File: config.mk
export PLATFORM = sky130hd
export DESIGN_NAME = pc_control
export DESIGN_NICKNAME = d
export VERILOG_FILES = /design/src/rtl/y86_pkg.sv /design/src/rtl/pc_control.sv
export SDC_FILE = /design/constraint.sdc
export NUM_CORES = 1
export LEC_CHECK = 0
export BUFFER_PORTS_ARGS = -buffer_cell sky130_fd_sc_hd__buf_2
export CELL_PAD_IN_SITES_DETAIL_PLACEMENT = 0
export CELL_PAD_IN_SITES_GLOBAL_PLACEMENT = 1
export CORE_MARGIN = 1
export CORE_UTILIZATION = 35
export DETAILED_ROUTE_END_ITERATION = 6
export HOLD_SLACK_MARGIN = 0.08
export PLACE_DENSITY = 0.85
export SYNTH_ARGS = -nofsm -noshare
export SYNTH_HDL_FRONTEND = slang
export SYNTH_SLANG_ARGS = --single-unit
File: constraint.sdc
create_clock -name clk -period 2.12 [get_ports clk]
set_input_delay 0.318 -clock clk [delete_from_list [all_inputs] [get_ports clk]]
set_output_delay 0.318 -clock clk [all_outputs]
set_load 0.1 [all_outputs]
File: src/rtl/y86_pkg.sv
package y86_pkg;

	// instruction codes, high nibble of byte 0
	localparam logic [3:0] I_HALT   = 4'h0;
	localparam logic [3:0] I_NOP    = 4'h1;
	localparam logic [3:0] I_RRMOVQ = 4'h2; // also the cmovXX family
	localparam logic [3:0] I_IRMOVQ = 4'h3;
	localparam logic [3:0] I_RMMOVQ = 4'h4;
	localparam logic [3:0] I_MRMOVQ = 4'h5;
	localparam logic [3:0] I_OPQ    = 4'h6;
	localparam logic [3:0] I_JXX    = 4'h7;
	localparam logic [3:0] I_CALL   = 4'h8;
	localparam logic [3:0] I_RET    = 4'h9;
	localparam logic [3:0] I_PUSHQ  = 4'hA;
	localparam logic [3:0] I_POPQ   = 4'hB;

	// highest legal function codes
	localparam logic [3:0] OPQ_FN_MAX = 4'h3; // addq subq andq xorq
	localparam logic [3:0] JXX_FN_MAX = 4'h6; // jmp jle jl je jne jge jg

	localparam logic [3:0] F_NONE = 4'hF; // no register

	// status codes
	localparam logic [2:0] STAT_AOK = 3'd1;
	localparam logic [2:0] STAT_HLT = 3'd2;
	localparam logic [2:0] STAT_ADR = 3'd3;
	localparam logic [2:0] STAT_INS = 3'd4;

	// bytes pc+1 .. pc+9, byte 0 of the array is pc+1
	typedef logic [8:0][7:0] tail_bytes;

	// register byte at pc+1, constant at pc+2 .. pc+9
	typedef struct packed {
		logic [63:0] valc;
		logic [3:0]  ra;
		logic [3:0]  rb;
	} reg_tail_t;

	// constant right after byte 0, as in jXX and call
	typedef struct packed {
		logic [7:0]  spare; // belongs to the next instruction
		logic [63:0] valc;
	} dest_tail_t;

	typedef union packed {
		reg_tail_t  with_regs;
		dest_tail_t dest_only;
	} instr_tail_u;

endpackage

File: src/rtl/pc_control.sv
module pc_control #(
	parameter int IMEM_BYTES = 2048
) (
	input  logic        clk,
	input  logic        rst,
	input  logic        run,
	input  logic        stall,
	input  logic        redirect,
	input  logic [63:0] redirect_pc,
	input  logic [63:0] pred_pc,
	input  logic [2:0]  instr_stat,
	input  logic        is_ret,
	output logic [63:0] pc,
	output logic        f_valid,
	output logic [2:0]  stat
);

	import y86_pkg::*;

	logic       ret_wait; // set by a taken ret, cleared by redirect
	logic [2:0] stat_q;   // sticky status
	logic       take;

	// nothing is presented while in reset
	assign f_valid = run && !rst && !ret_wait && (stat_q == STAT_AOK);
	assign take    = f_valid && !stall;
	assign stat    = f_valid ? instr_stat : stat_q;

	always_ff @(posedge clk) begin
		if (rst) begin
			pc       <= 64'd0;
			ret_wait <= 1'b0;
			stat_q   <= STAT_AOK;
		end else if (redirect) begin
			// redirect wins over stall and squashes this fetch
			pc       <= redirect_pc;
			ret_wait <= 1'b0;
		end else if (take) begin
			if (instr_stat != STAT_AOK) begin
				stat_q <= instr_stat; // stop here and keep pc on the faulting instruction
			end else begin
				pc <= pred_pc;
				if (is_ret) begin
					ret_wait <= 1'b1;
				end
			end
		end
	end

endmodule

# Yosys cells after proc, flatten, opt, wreduce, memory -nomap -nowiden
# Index checks and enable logic that the tools add are counted.
# W data, S select, Z words.
# word_totals
ramBits,0
output_inout_bits,68
n_memories,0
register_bits,68
mem_bits_ro,0
latch_bits,0
word_cells,24
# classes
mul,0
muxes,4
reduce_logical,12
n_addsub,0
shifts,0
magnitude_cmp,0
div_mod_pow,0
n_bitwise,2
eq_ne,3
# op_table
op,n
$mux W64,3
$reduce_and A3 Y1,2
$logic_and A1 B1 Y1,4
$eq A3 B1 Y1 const B,1
$logic_not A1 Y1,3
$mux W3,1
$ne A3 B1 Y1 const B,1
$ne A2 B2 Y1 const B,1
$not A1 Y1,2
$reduce_and A2 Y1,1
$reduce_bool A2 Y1,1
$reduce_or A2 Y1,1

# Depth between registers and ports, before layout
# logic_depth
word_depth,7
mapped_depth,6
mapped_depth_nobuf,3

# Worst setup path before layout
# No wires, ideal clock.
# synth_path
kind,input to output
from,input rst
to,output stat[0]
t_required_ns,1.802
arrival_time_ns,3.375
cell_stages,4
path_slack_ns,-1.573
path_buffers,1
path_cell_list,buf_2 -> nor2b_2 -> and2_1 -> a21boi_0
# synth_between
elab_chain_cells,5
# synth_lines
item,line_no,text
start: declaration,pc_control.sv:5,"input logic rst,"
$logic_not A1 Y1,pc_control.sv:25,assign f_valid = run && !rst && !ret_wait && (stat_q == STAT_AOK);
$logic_and A1 B1 Y1 (3 in series),pc_control.sv:25,
via f_valid,pc_control.sv:14,"output logic f_valid,"
$mux W3,pc_control.sv:27,assign stat = f_valid ? instr_stat : stat_q;
end: declaration,pc_control.sv:15,output logic [2:0] stat
# The timed path passes the listed nets, and every way through them passes these cells.

# Worst setup path after layout
# layout_path
from,register stat_q[2]
to,output stat[1]
# layout_between
elab_chain_cells,3
# layout_lines
item,line_no,text
start: declaration,pc_control.sv:21,logic [2:0] stat_q;
start signal: assignment,pc_control.sv:40,stat_q <= instr_stat;
$eq A3 B1 Y1,pc_control.sv:25,
$logic_and A1 B1 Y1,pc_control.sv:25,
$mux W3,pc_control.sv:27,
# Every way passes these cells.

==> results.yml <==
logic_synthesis:
  yosysSeqAreaShare_pct: 37.7
  synthesis.instances: 317
  warnings_synthesis: 0
  ys_types: 22
  synth-seq-cells: 68
  edff_count_synth: 0
  ys.flop_type: "sky130_fd_sc_hd__dfxtp_1"
  postSynthNetCount: 454
  synth_area_per_cell_um2: 11.4
  most_repeated_cell_in_the_gate_level_netlist_after_synthesis: "sky130_fd_sc_hd__dfxtp_1"
  synth_top_cells_by_count: "sky130_fd_sc_hd__dfxtp_1 (68), sky130_fd_sc_hd__mux2i_1 (64), sky130_fd_sc_hd__nor2_1 (64), sky130_fd_sc_hd__a221oi_2 (60), sky130_fd_sc_hd__clkbuf_1 (14)"
  ys_async_rst_share_pct: 0
  mappedNetlistArea_mm2: 0.00361
  synth_largest_type_area_fraction_pct: 37.7
  synth_largest_area_cell: "sky130_fd_sc_hd__dfxtp_1"
  synth_area_leaders: "sky130_fd_sc_hd__dfxtp_1 (38%), sky130_fd_sc_hd__a221oi_2 (25%), sky130_fd_sc_hd__mux2i_1 (18%), sky130_fd_sc_hd__nor2_1 (6.7%), sky130_fd_sc_hd__buf_6 (4.1%)"
clocking:
  clkSlewWorstSetupHoldPaths_ns: 0.07
  clock_insertion_delay_at_the_later_pin_of_the_skew_report_ns: 0.34
  cts_inserted_buffers: 9
  tritoncts_clock_tree: "yes"
  numClockSinks: 68
  cts_max_level: 3
  ctsRootBufferMaster: "sky130_fd_sc_hd__clkbuf_8"
  cts-hold-fix-buffers: 0
  clock_path_buffers: 2
power:
  finalPower_uw: 3910
  leakagePower_uw: 0.00243
  irDropWorstVdd_mv: 0.329
  powerDensity_mw_per_mm2: 782
worst_setup_path:
  path_class: "flip-flop to output pin"
  critPathArrivalTime_ns: 1.56
  crit_chain: "nor4b_4 -> and2_4 -> a21o_2 -> buf_12"
  crit_slowest_cell: "sky130_fd_sc_hd__dfxtp_1"
  end_kind: "output pin"
  cp_data_required_time_ns: 1.80
  critical_path.max_fanout: 4
  timing.critical_path.buf_inv: 1
  cpLargestDelayFamily: "simple AND/OR/NAND/NOR gates"
  critPathMaxStageDelay_ns: 0.35
  cp-start-kind: "flip-flop"
place:
  finalWeightedCongestion: 0.744
  dp_worst_setup_slack_ns: 0.366
  buffer_ports.inserted: 204
  dp_hpwl_um: 6690
  detailed_place.area_mm2: 0.00479
cells_and_area:
  layout.filler_cells: 903
  antenna_cells_inserted: 0
  finish.instance_area_mm2: 0.00500
  post_route_cells_drive_above_1_share_pct: 58.6
  final_nets: 647
  layout-area-overhead-vs-synth_pct: 38.6
  layout.core_utilization_pct: 50.7
sta:
  timing_worst_slew_pin_value_ns: 0.564
  worst_slew_margin_rel_pct: 62.4
  final_period_minus_worst_setup_slack_ns: 1.88
  post-route-period-util_pct: 88.8
  achievable-frequency_ghz: 0.531
  setup_ws_ns: 0.238
  timing.setup.tns_ns: 0
  setup_skew_ns: 0.00885
  timing_hold_violations_final: 0
  drv_slew: 0
  rsz0062_at_grt: "no"
  setup_viol: 0
detailed_routing:
  drt-wirelength-per-cell_um: 14.6
  routed_via_density: 5.05
  detail_route.drc_violations: 0
  drtPass1Iterations: 4
  final_antenna_violating_net_count: 0
  first_iter_violations: 141
  detailroute.via_count: 3271
  routed_wirelength_um: 9470
global_routing:
  remaining_overflow_grt: 0
  grt_first_pass_wirelength_um: 15500
  initial_antenna_violation_count: 0
  grt_pass1_vias: 3218
  pin_count_of_the_biggest_net_entering_global_routing: 69
  grt_use_total_pct: 17.8
die:
  design.die.area_mm2: 0.0107
  die_y_um: 104
  initial_core_util_pct: 36.6
  ios: 205
  core_area_mm2: 0.00986
  floorplan.rows: 36
  floorplan.die.width_um: 104
flow_run:
  cap_violations: 0
outcome:
  run_status: "finished, final reports clean"
min_path:
  hold_path.class: "input pin to flip-flop"
[state kept, by name (all words and copies together), names as in the netlist]
signal and count:
stat_q 3, ret_wait 1, pc 64
[logic make-up after synthesis]
logic type | count (synthesis) | synth area share (%)
AO/OA/AOI/OAI | 72 | 27.8
buffers and inverters | 42 | 7.46
flip-flops | 68 | 37.7
multiplexers | 64 | 17.8
AND/OR/NAND/NOR | 71 | 9.26
[per-stage QoR]
stage | hold slack (ns) | std cells
2_1_floorplan | 0.463 | 317
3_3_place_gp | 0.479 | 631
3_5_place_dp | 0.487 | 631
4_1_cts | 0.238 | 647
5_1_grt | 0.261 | 648
6_report | 0.269 | 648
[cell type report]
type | instances | area (um^2) | share of cell area (%)
tap | 133 | 166 | 3.33
multi-input combinational | 207 | 1990 | 39.9
timing repair buffer | 218 | 1250 | 25.1
sequential | 68 | 1360 | 27.2
inverter | 6 | 22.5 | 0.450
clock buffer | 11 | 141 | 2.83
clock inverter | 5 | 61.3 | 1.23
[worst paths after layout]
kind / endpoint / startpoint / slack [ns] / depth (start not counted)
worst max register to register: pc[41]$_SDFFE_PP0P_ / stat_q[2]$_SDFFE_PP0P_ / 0.44 / 5
worst min register to register: ret_wait$_SDFFE_PP0P_ / ret_wait$_SDFFE_PP0P_ / 0.50 / 2
worst max-delay path: stat[1] / stat_q[2]$_SDFFE_PP0P_ / 0.24 / 4
worst min-delay path: ret_wait$_SDFFE_PP0P_ / is_ret / 0.27 / 3
[worst reg2reg max path: cells and delay by family (launching register included)]
kind | cells | cell delay, ns
AO/OA/AOI/OAI | 1 | 0.34
flip-flops | 1 | 0.35
buffers and inverters | 2 | 0.50
AND/OR/NAND/NOR | 2 | 0.39
[cell usage in the layout (no fill, tap or decap)]
cell                         count
sky130_fd_sc_hd__a211oi_1        1
sky130_fd_sc_hd__a21boi_2        1
sky130_fd_sc_hd__a21o_2          2
sky130_fd_sc_hd__a221oi_1        4
sky130_fd_sc_hd__a221oi_2       60
sky130_fd_sc_hd__a31o_4          1
sky130_fd_sc_hd__and2_4          1
sky130_fd_sc_hd__buf_12          9
sky130_fd_sc_hd__buf_2         198
sky130_fd_sc_hd__buf_4          11
sky130_fd_sc_hd__bufinv_16       1
sky130_fd_sc_hd__clkbuf_1        1
sky130_fd_sc_hd__clkbuf_8       10
sky130_fd_sc_hd__clkinv_4        1
sky130_fd_sc_hd__clkinvlp_4      3
sky130_fd_sc_hd__dfxtp_1        68
sky130_fd_sc_hd__inv_1           6
sky130_fd_sc_hd__mux2i_1        64
sky130_fd_sc_hd__nand3_4         1
sky130_fd_sc_hd__nand3b_1        1
sky130_fd_sc_hd__nand4_1         1
sky130_fd_sc_hd__nor2_1         64
sky130_fd_sc_hd__nor2b_2         1
sky130_fd_sc_hd__nor4b_4         2
sky130_fd_sc_hd__o32a_1          1
sky130_fd_sc_hd__o32ai_1         2
[power by group]
group	switching, uW	internal [uW]	total [uW]
registers	46.8	1370	1420
logic	1040	370	1410
clock network	502	578	1080
[per-layer routing]
layer	global-route usage, %	routed length [um]	vias to the layer above
li1	-	-	1588
met1	21.7	4100	1510
met2	28.7	4410	153
met3	4.85	758	20
met4	8.80	195	0
met5	0	0	-
[what timing repair did]
action	in CTS	in global routing
pin swaps	1	1
endpoints found under the setup margin	1	2
buffers inserted	0	1
hold endpoints to repair	0	0
resized for setup	0	0
Power figures use the tool's default switching activity.
