===== src/rtl/y86_pkg.sv =====
package y86_pkg;

	// instruction codes, high nibble of byte 0
	localparam logic [3:0] I_HALT   = 4'h0;
	localparam logic [3:0] I_NOP    = 4'h1;
	localparam logic [3:0] I_RRMOVQ = 4'h2; // also the cmovXX family
	localparam logic [3:0] I_IRMOVQ = 4'h3;
	localparam logic [3:0] I_RMMOVQ = 4'h4;
	localparam logic [3:0] I_MRMOVQ = 4'h5;
	localparam logic [3:0] I_OPQ    = 4'h6;
	localparam logic [3:0] I_JXX    = 4'h7;
	localparam logic [3:0] I_CALL   = 4'h8;
	localparam logic [3:0] I_RET    = 4'h9;
	localparam logic [3:0] I_PUSHQ  = 4'hA;
	localparam logic [3:0] I_POPQ   = 4'hB;

	// highest legal function codes
	localparam logic [3:0] OPQ_FN_MAX = 4'h3; // addq subq andq xorq
	localparam logic [3:0] JXX_FN_MAX = 4'h6; // jmp jle jl je jne jge jg

	localparam logic [3:0] F_NONE = 4'hF; // no register

	// status codes
	localparam logic [2:0] STAT_AOK = 3'd1;
	localparam logic [2:0] STAT_HLT = 3'd2;
	localparam logic [2:0] STAT_ADR = 3'd3;
	localparam logic [2:0] STAT_INS = 3'd4;

	// bytes pc+1 .. pc+9, byte 0 of the array is pc+1
	typedef logic [8:0][7:0] tail_bytes;

	// register byte at pc+1, constant at pc+2 .. pc+9
	typedef struct packed {
		logic [63:0] valc;
		logic [3:0]  ra;
		logic [3:0]  rb;
	} reg_tail_t;

	// constant right after byte 0, as in jXX and call
	typedef struct packed {
		logic [7:0]  spare; // belongs to the next instruction
		logic [63:0] valc;
	} dest_tail_t;

	typedef union packed {
		reg_tail_t  with_regs;
		dest_tail_t dest_only;
	} instr_tail_u;

endpackage


===== src/rtl/fetch_decode.sv =====
module fetch_decode (
	input  logic [63:0]         pc,
	input  logic [7:0]          byte0,
	input  y86_pkg::tail_bytes  tail,
	input  logic                imem_error,
	output logic [3:0]          icode,
	output logic [3:0]          ifun,
	output logic [3:0]          ra,
	output logic [3:0]          rb,
	output logic [63:0]         valc,
	output logic [63:0]         valp,
	output logic [63:0]         pred_pc,
	output logic [2:0]          instr_stat,
	output logic                is_ret
);

	import y86_pkg::*;

	instr_tail_u view;
	logic        need_regids;
	logic        need_valc;
	logic        legal;
	logic        is_branch;

	assign icode = byte0[7:4];
	assign ifun  = byte0[3:0];
	assign view  = tail;

	always_comb begin
		case (icode)
			I_RRMOVQ, I_IRMOVQ, I_RMMOVQ, I_MRMOVQ,
			I_OPQ, I_PUSHQ, I_POPQ: need_regids = 1'b1;
			default:                need_regids = 1'b0;
		endcase
	end

	always_comb begin
		case (icode)
			I_IRMOVQ, I_RMMOVQ, I_MRMOVQ, I_JXX, I_CALL: need_valc = 1'b1;
			default:                                    need_valc = 1'b0;
		endcase
	end

	always_comb begin
		case (icode)
			I_HALT, I_NOP, I_IRMOVQ, I_RMMOVQ, I_MRMOVQ,
			I_CALL, I_RET, I_PUSHQ, I_POPQ: legal = (ifun == 4'h0);
			I_RRMOVQ, I_JXX:                legal = (ifun <= JXX_FN_MAX); // cmov shares jXX codes
			I_OPQ:                          legal = (ifun <= OPQ_FN_MAX);
			default:                        legal = 1'b0; // C and above
		endcase
	end

	// the tail is read in the view that matches the format
	always_comb begin
		if (need_regids) begin
			ra = view.with_regs.ra;
			rb = view.with_regs.rb;
		end else begin
			ra = F_NONE;
			rb = F_NONE;
		end
		if (!need_valc) begin
			valc = 64'd0;
		end else if (need_regids) begin
			valc = view.with_regs.valc;
		end else begin
			valc = view.dest_only.valc; // jXX and call
		end
	end

	assign valp = pc + 64'd1 + {63'd0, need_regids} + {60'd0, need_valc, 3'd0};

	// taken-branch prediction as in PIPE
	assign is_branch = (icode == I_JXX) || (icode == I_CALL);
	assign pred_pc   = is_branch ? valc : valp;

	always_comb begin
		if (imem_error) begin
			instr_stat = STAT_ADR;
		end else if (!legal) begin
			instr_stat = STAT_INS;
		end else if (icode == I_HALT) begin
			instr_stat = STAT_HLT;
		end else begin
			instr_stat = STAT_AOK;
		end
	end

	assign is_ret = (icode == I_RET) && legal;

endmodule


===== config.mk =====
export PLATFORM = sky130hd
export DESIGN_NAME = fetch_decode
export DESIGN_NICKNAME = d
export VERILOG_FILES = /design/src/rtl/y86_pkg.sv /design/src/rtl/fetch_decode.sv
export SDC_FILE = /design/constraint.sdc
export NUM_CORES = 1
export LEC_CHECK = 0
export ABC_AREA = 1
export BUFFER_PORTS_ARGS = -buffer_cell sky130_fd_sc_hd__buf_2
export CAP_MARGIN = 20
export CORE_AREA = 5 5 137 139
export DETAILED_ROUTE_END_ITERATION = 8
export DIE_AREA = 0 0 142 144
export PLACE_DENSITY = 0.53
export SLEW_MARGIN = 20
export SYNTH_ARGS = -nofsm -noshare
export SYNTH_HDL_FRONTEND = slang
export SYNTH_SLANG_ARGS = --single-unit

===== constraint.sdc =====
create_clock -name vclk -period 4.6
set_clock_uncertainty 0.1 [all_clocks]
set_input_delay 0.69 -clock vclk [all_inputs]
set_output_delay 0.69 -clock vclk [all_outputs]
set_load 0.05 [all_outputs]

# ---- After elaboration in Yosys (flattened, before gate mapping)
# Cells that the tools add are included.
dict set report totals {
  register_bits 0
  input_bits 145
  output_inout_bits 212
  elab_cells 35
}
dict set report op_classes {
  add_sub_neg 3
  magnitude_cmp 2
  eq_ne 11
  n_mux 11
  n_reduce_logical 8
}
# operator count
set ops {}
lappend ops {{2-to-1 mux 64 bit} 3}
lappend ops {{adder 64 x 1 -> 64 bit} 1}
lappend ops {{adder 64 x 1 -> 64 bit, second input constant} 1}
lappend ops {{adder 64 x 4 -> 64 bit} 1}
lappend ops {{equality test 4 x 3 -> 1 bit, second input constant} 4}
lappend ops {{equality test 4 bit, second input constant} 4}
lappend ops {{OR reduction 9 bit} 1}
lappend ops {{equality test 4 x 2 -> 1 bit, second input constant} 2}
lappend ops {{zero test 4 bit} 2}
lappend ops {{2-to-1 mux 4 bit} 2}
lappend ops {{OR reduction 7 bit} 1}
lappend ops {{2-to-1 mux 3 bit} 2}
lappend ops {{OR reduction 5 bit} 1}
lappend ops {{equality test 4 x 1 -> 1 bit, second input constant} 1}
lappend ops {{less-or-equal comparator 4 x 2 -> 1 bit, second input constant} 1}
lappend ops {{less-or-equal comparator 4 x 3 -> 1 bit, second input constant} 1}
lappend ops {{case mux 1 bit (3 select lines)} 1}
lappend ops {{2-to-1 mux 1 bit} 2}
lappend ops {{2-to-1 mux 2 bit} 1}
lappend ops {{OR reduction 2 bit} 1}
lappend ops {{logical AND 1 bit} 1}
lappend ops {{logical OR 1 bit} 1}

# ---- Depth between registers and ports, before layout
dict set report depth {
  ltp_word 6
  mapped_depth 20
  ltp_nobuf 19
}

# ---- Least setup slack after synthesis
# No wires, ideal clock.
dict set report synth_path {
  path_type {input to output}
  startpoint {input port byte0[6]}
  endpoint {output port pred_pc[30]}
  t_arrival_ns 3.796
  path_slack_ns 0.014
  stages 15
  cell_sequence {inv_1 -> nand2_1 -> nor2_1 -> nor3_4 -> inv_2 -> buf_2 -> ha_1 -> nand3_1 -> nand2_2 -> nand2_1 -> nor2_2 -> nand2_1 -> xnor2_1 -> nand2_1 -> o21ai_1}
}
dict set report synth_via {
  elab_chain_cells 6
  elab_cells_between_ends 19
}
# item line_no
set synth_rtl {}
lappend synth_rtl {{start, declared} fetch_decode.sv:3} ;# input logic [7:0] byte0,
lappend synth_rtl {{equality test 4 x 3 -> 1 bit (tied with other cells)} fetch_decode.sv:30} ;# case (icode)
lappend synth_rtl {{OR reduction 7 bit} fetch_decode.sv:30}
lappend synth_rtl {{2-to-1 mux 1 bit} fetch_decode.sv:30}
lappend synth_rtl {{adder 64 x 1 -> 64 bit} fetch_decode.sv:72} ;# assign valp = pc + 64'd1 + {63'd0, need_regids} + {60'd0, need_valc, 3'd0};
lappend synth_rtl {{adder 64 x 4 -> 64 bit *} fetch_decode.sv:72}
lappend synth_rtl {{net valp[30]} fetch_decode.sv:11} ;# output logic [63:0] valp,
lappend synth_rtl {{2-to-1 mux 64 bit *} fetch_decode.sv:76} ;# assign pred_pc = is_branch ? valc : valp;
lappend synth_rtl {{end, declared} fetch_decode.sv:12} ;# output logic [63:0] pred_pc,
# The timed path passes the listed nets; every way through them passes the cells marked *.

# ---- Worst setup path after layout
dict set report layout_path {
  startpoint {input port byte0[6]}
  endpoint {output port pred_pc[19]}
}
dict set report layout_via {
  elab_chain_cells 6
  elab_cells_between_ends 19
}
# item line_no
set layout_rtl {}
lappend layout_rtl {{equality test 4 x 3 -> 1 bit (tied with other cells)} fetch_decode.sv:30}
lappend layout_rtl {{OR reduction 7 bit} fetch_decode.sv:30}
lappend layout_rtl {{2-to-1 mux 1 bit} fetch_decode.sv:30}
lappend layout_rtl {{adder 64 x 1 -> 64 bit / 2-to-1 mux 64 bit (equally long branches)} {fetch_decode.sv:72, fetch_decode.sv:65}}
lappend layout_rtl {{adder 64 x 4 -> 64 bit / 2-to-1 mux 64 bit (equally long branches)} {fetch_decode.sv:72, fetch_decode.sv:63}}
lappend layout_rtl {{2-to-1 mux 64 bit *} fetch_decode.sv:76}
# Every way passes the cells marked *; elsewhere a longest branch is shown, timed or not.

==> key figures <==
Status
  – Status: finished clean

Setup path
  – Worst path most repeated cell: nand2_1
  – Setup crit end kind: output port
  – Worst EP arrival: 3.36 ns
  – Critical Path RT: 3.81 ns
  – Worst Setup Path Type: in2out
  – Critical path's slowest cell: xor2_1
  – CP startpoint: byte0[6]
  – CP startpoint kind: primary input
  – CP max stage delay: 0.35 ns
  – CP max FO: 5
  – CP Capture Point: pred_pc[19]
  – Crit path cell chain: buf_2, inv_1, nand2_1, nor2_1, nor3_4, inv_2, ha_1, nand2_1, nor2_1, nand2_1, nand2_2, nand2_2, nor2_4, xor2_1, nand2_1, nand2_1, buf_2

GRT
  – Total gr overflow: 0
  – Largest net degree at the start of global routing: 69
  – Gr usage total: 26.2%
  – Initial antenna violation count: 1
  – Vias in the first global route: 6820
  – First-pass GRT wire length: 41400 um

Yosys
  – Avg Cell Area, Syn: 4.43 um2
  – Syn_nets: 1145
  – Mapped Area: 0.00441 mm2
  – Yosys warns: 0
  – Sequential area share after synthesis: 0%
  – Top cells by area, synth: nand2_1 (42%), nor2_1 (11%), inv_1 (9.1%), a21oi_1 (4.7%), o21ai_0 (4.4%)
  – Yosys cell types: 30
  – Top-area cell type share of the netlist area: 42.4%
  – Syn Inst Count: 997
  – Largest area contributor in the netlist: nand2_1

Die
  – Die Area: 0.0204 mm2
  – Starting density of the core: 25.2%
  – Cell row count: 49
  – Core Region: 0.0175 mm2
  – Ports: 357
  – Die width: 142 um
  – Die H: 144 um

STA
  – Final worst-path cycle share: 90.3%
  – Tightest Pin Transition: 0.674 ns
  – RSZ-0062 raised after global routing: false
  – Fmax: 241 MHz
  – Slew Viols, Final: 0
  – Setup violators final: 0
  – Crit path time final: 4.15 ns
  – WHS: 1.60 ns
  – Rel. slew slack: 55.1%
  – Final Hold Fails: 0
  – Setup ws final: 0.447 ns
  – Final TNS setup: 0 ns

Cells and area
  – Flip-flop and latch count: 0
  – Nets: 1479
  – Commonest non-fill, non-tap cell in the layout: nand2_1
  – CLK BUF: 0
  – Fin area: 0.00657 mm2
  – Reg area: 0 um2
  – Share of post-route cells with drive strength above 1: 30.5%
  – Most frequent cells in the layout: nand2_1 (498), buf_2 (344), nor2_1 (132)
  – Synth-to-layout area growth: 48.8%
  – Fin util: 37.4%

Drt
  – Antenna Nets Post-Route: 0
  – Routed WL per cell: 18.5 um
  – Routed vias/inst: 4.74
  – Iteration count of the initial detailed-routing pass: 5
  – DRC viols: 0
  – Via Count: 7387
  – Iter 0 DRT Violations: 416
  – Routed WL: 28900 um

Power
  – Combinational cell fraction of total power: 100.0%
  – Clock power frac: 0%
  – Power per Cell Area: 166 mW/mm2
  – Static Leakage: 0.00391 uW
  – Sequential power share: 0%
  – Switching Power: 838 uW
  – Sw frac: 77.1%
  – P_int: 249 uW
  – VDD IR max: 0.112 mV

Placed design
  – Placed Area: 0.00656 mm2
  – Placer Congestion: 0.968
  – Buffers on Ports: 357
  – Setup slack at placement: 0.443 ns
  – Post-DP HPWL: 25600 um

Hold path
  – HP Class: in2out

Job
  – Max-cap violation count: 0

CTS
  – Resize count post-CTS: 0
  – Setup Fix Bufs, Post-CTS: 0
  – Post-CTS Hold Buffers: 0
[cells in the mapped netlist]
library cell,number
nand2_1,498
nor2_1,132
inv_1,107
a21oi_1,41
o21ai_0,39
nand3_1,35
xor2_1,21
buf_2,13
buf_4,11
clkbuf_1,11
nand4_1,11
xnor2_1,10
and2_1,9
or2_2,7
a21oi_2,6
buf_6,6
nand3b_1,6
o21ai_1,6
nor2_2,5
mux2i_1,4
nand2_2,4
ha_1,3
nor2_4,3
inv_2,2
nor3_1,2
nand2_4,1
nor3_4,1
o21ai_2,1
o21ai_4,1
o31ai_1,1
[stage by stage]
step           instances  total power (uW)
6_report            1559              1090
5_1_grt             1559              1150
4_1_cts             1558              1090
3_5_place_dp        1558              1080
3_3_place_gp        1558              1090
2_1_floorplan        997               739
[cell families (layout without fill, tap and decap cells)]
kind of cell               Yosys count  after routing  share of synthesized area [%]
muxes                                4              4                          0.908
AOI/OAI and AO/OA                   95             95                           11.7
buffers and inverters              150            482                           15.1
and+or+nand+nor                    714            714                           65.3
other                                0              1                              0
adders and majority gates            3              3                          0.851
xor gates and xnor gates            31             31                           6.15
[worst min-delay path by stage]
stage	from	to	cells past startpoint
final	byte0[2]	ifun[2]	2
after CTS	byte0[2]	ifun[2]	2
after global placement	byte0[1]	ifun[1]	2
after floorplan	byte0[4]	icode[0]	1
after detailed placement	byte0[1]	ifun[1]	2
after global routing	byte0[2]	ifun[2]	2
[routing by layer]
layer	track usage, %	share of wire, %	up-vias
met1	35.5	44	3326
met4	6.21	2.6	0
met2	43.9	47	322
met5	0	0	-
li1	-	-	3700
met3	3.80	7.1	39
[worst max-delay path: cells and delay by family]
kind | cells | cell delay, ns
xor+xnor | 1 | 0.35
simple gates | 11 | 1.44
fa+ha+maj | 1 | 0.32
buf+inv | 4 | 0.56
[area by class of cell]
| class | count | area [um2] |
|---|---|---|
| Antenna cell | 1 | 2.50 |
| Tap cell | 229 | 287 |
| Inverter | 109 | 409 |
| Fill cell | 2174 | 11000 |
| Multi-Input combinational cell | 847 | 3750 |
| Timing Repair Buffer | 373 | 2110 |
[power groups by stage]
stage	Sequential (uW)	Combinational, uW	Clock, uW
detailed placement	0	1080	0
global route	0	1150	0.0000291
floorplan	0	739	0
finish	0	1090	0.0000291
CTS	0	1090	0
global placement	0	1090	0
No activity file was read; power rests on OpenSTA's default activity.
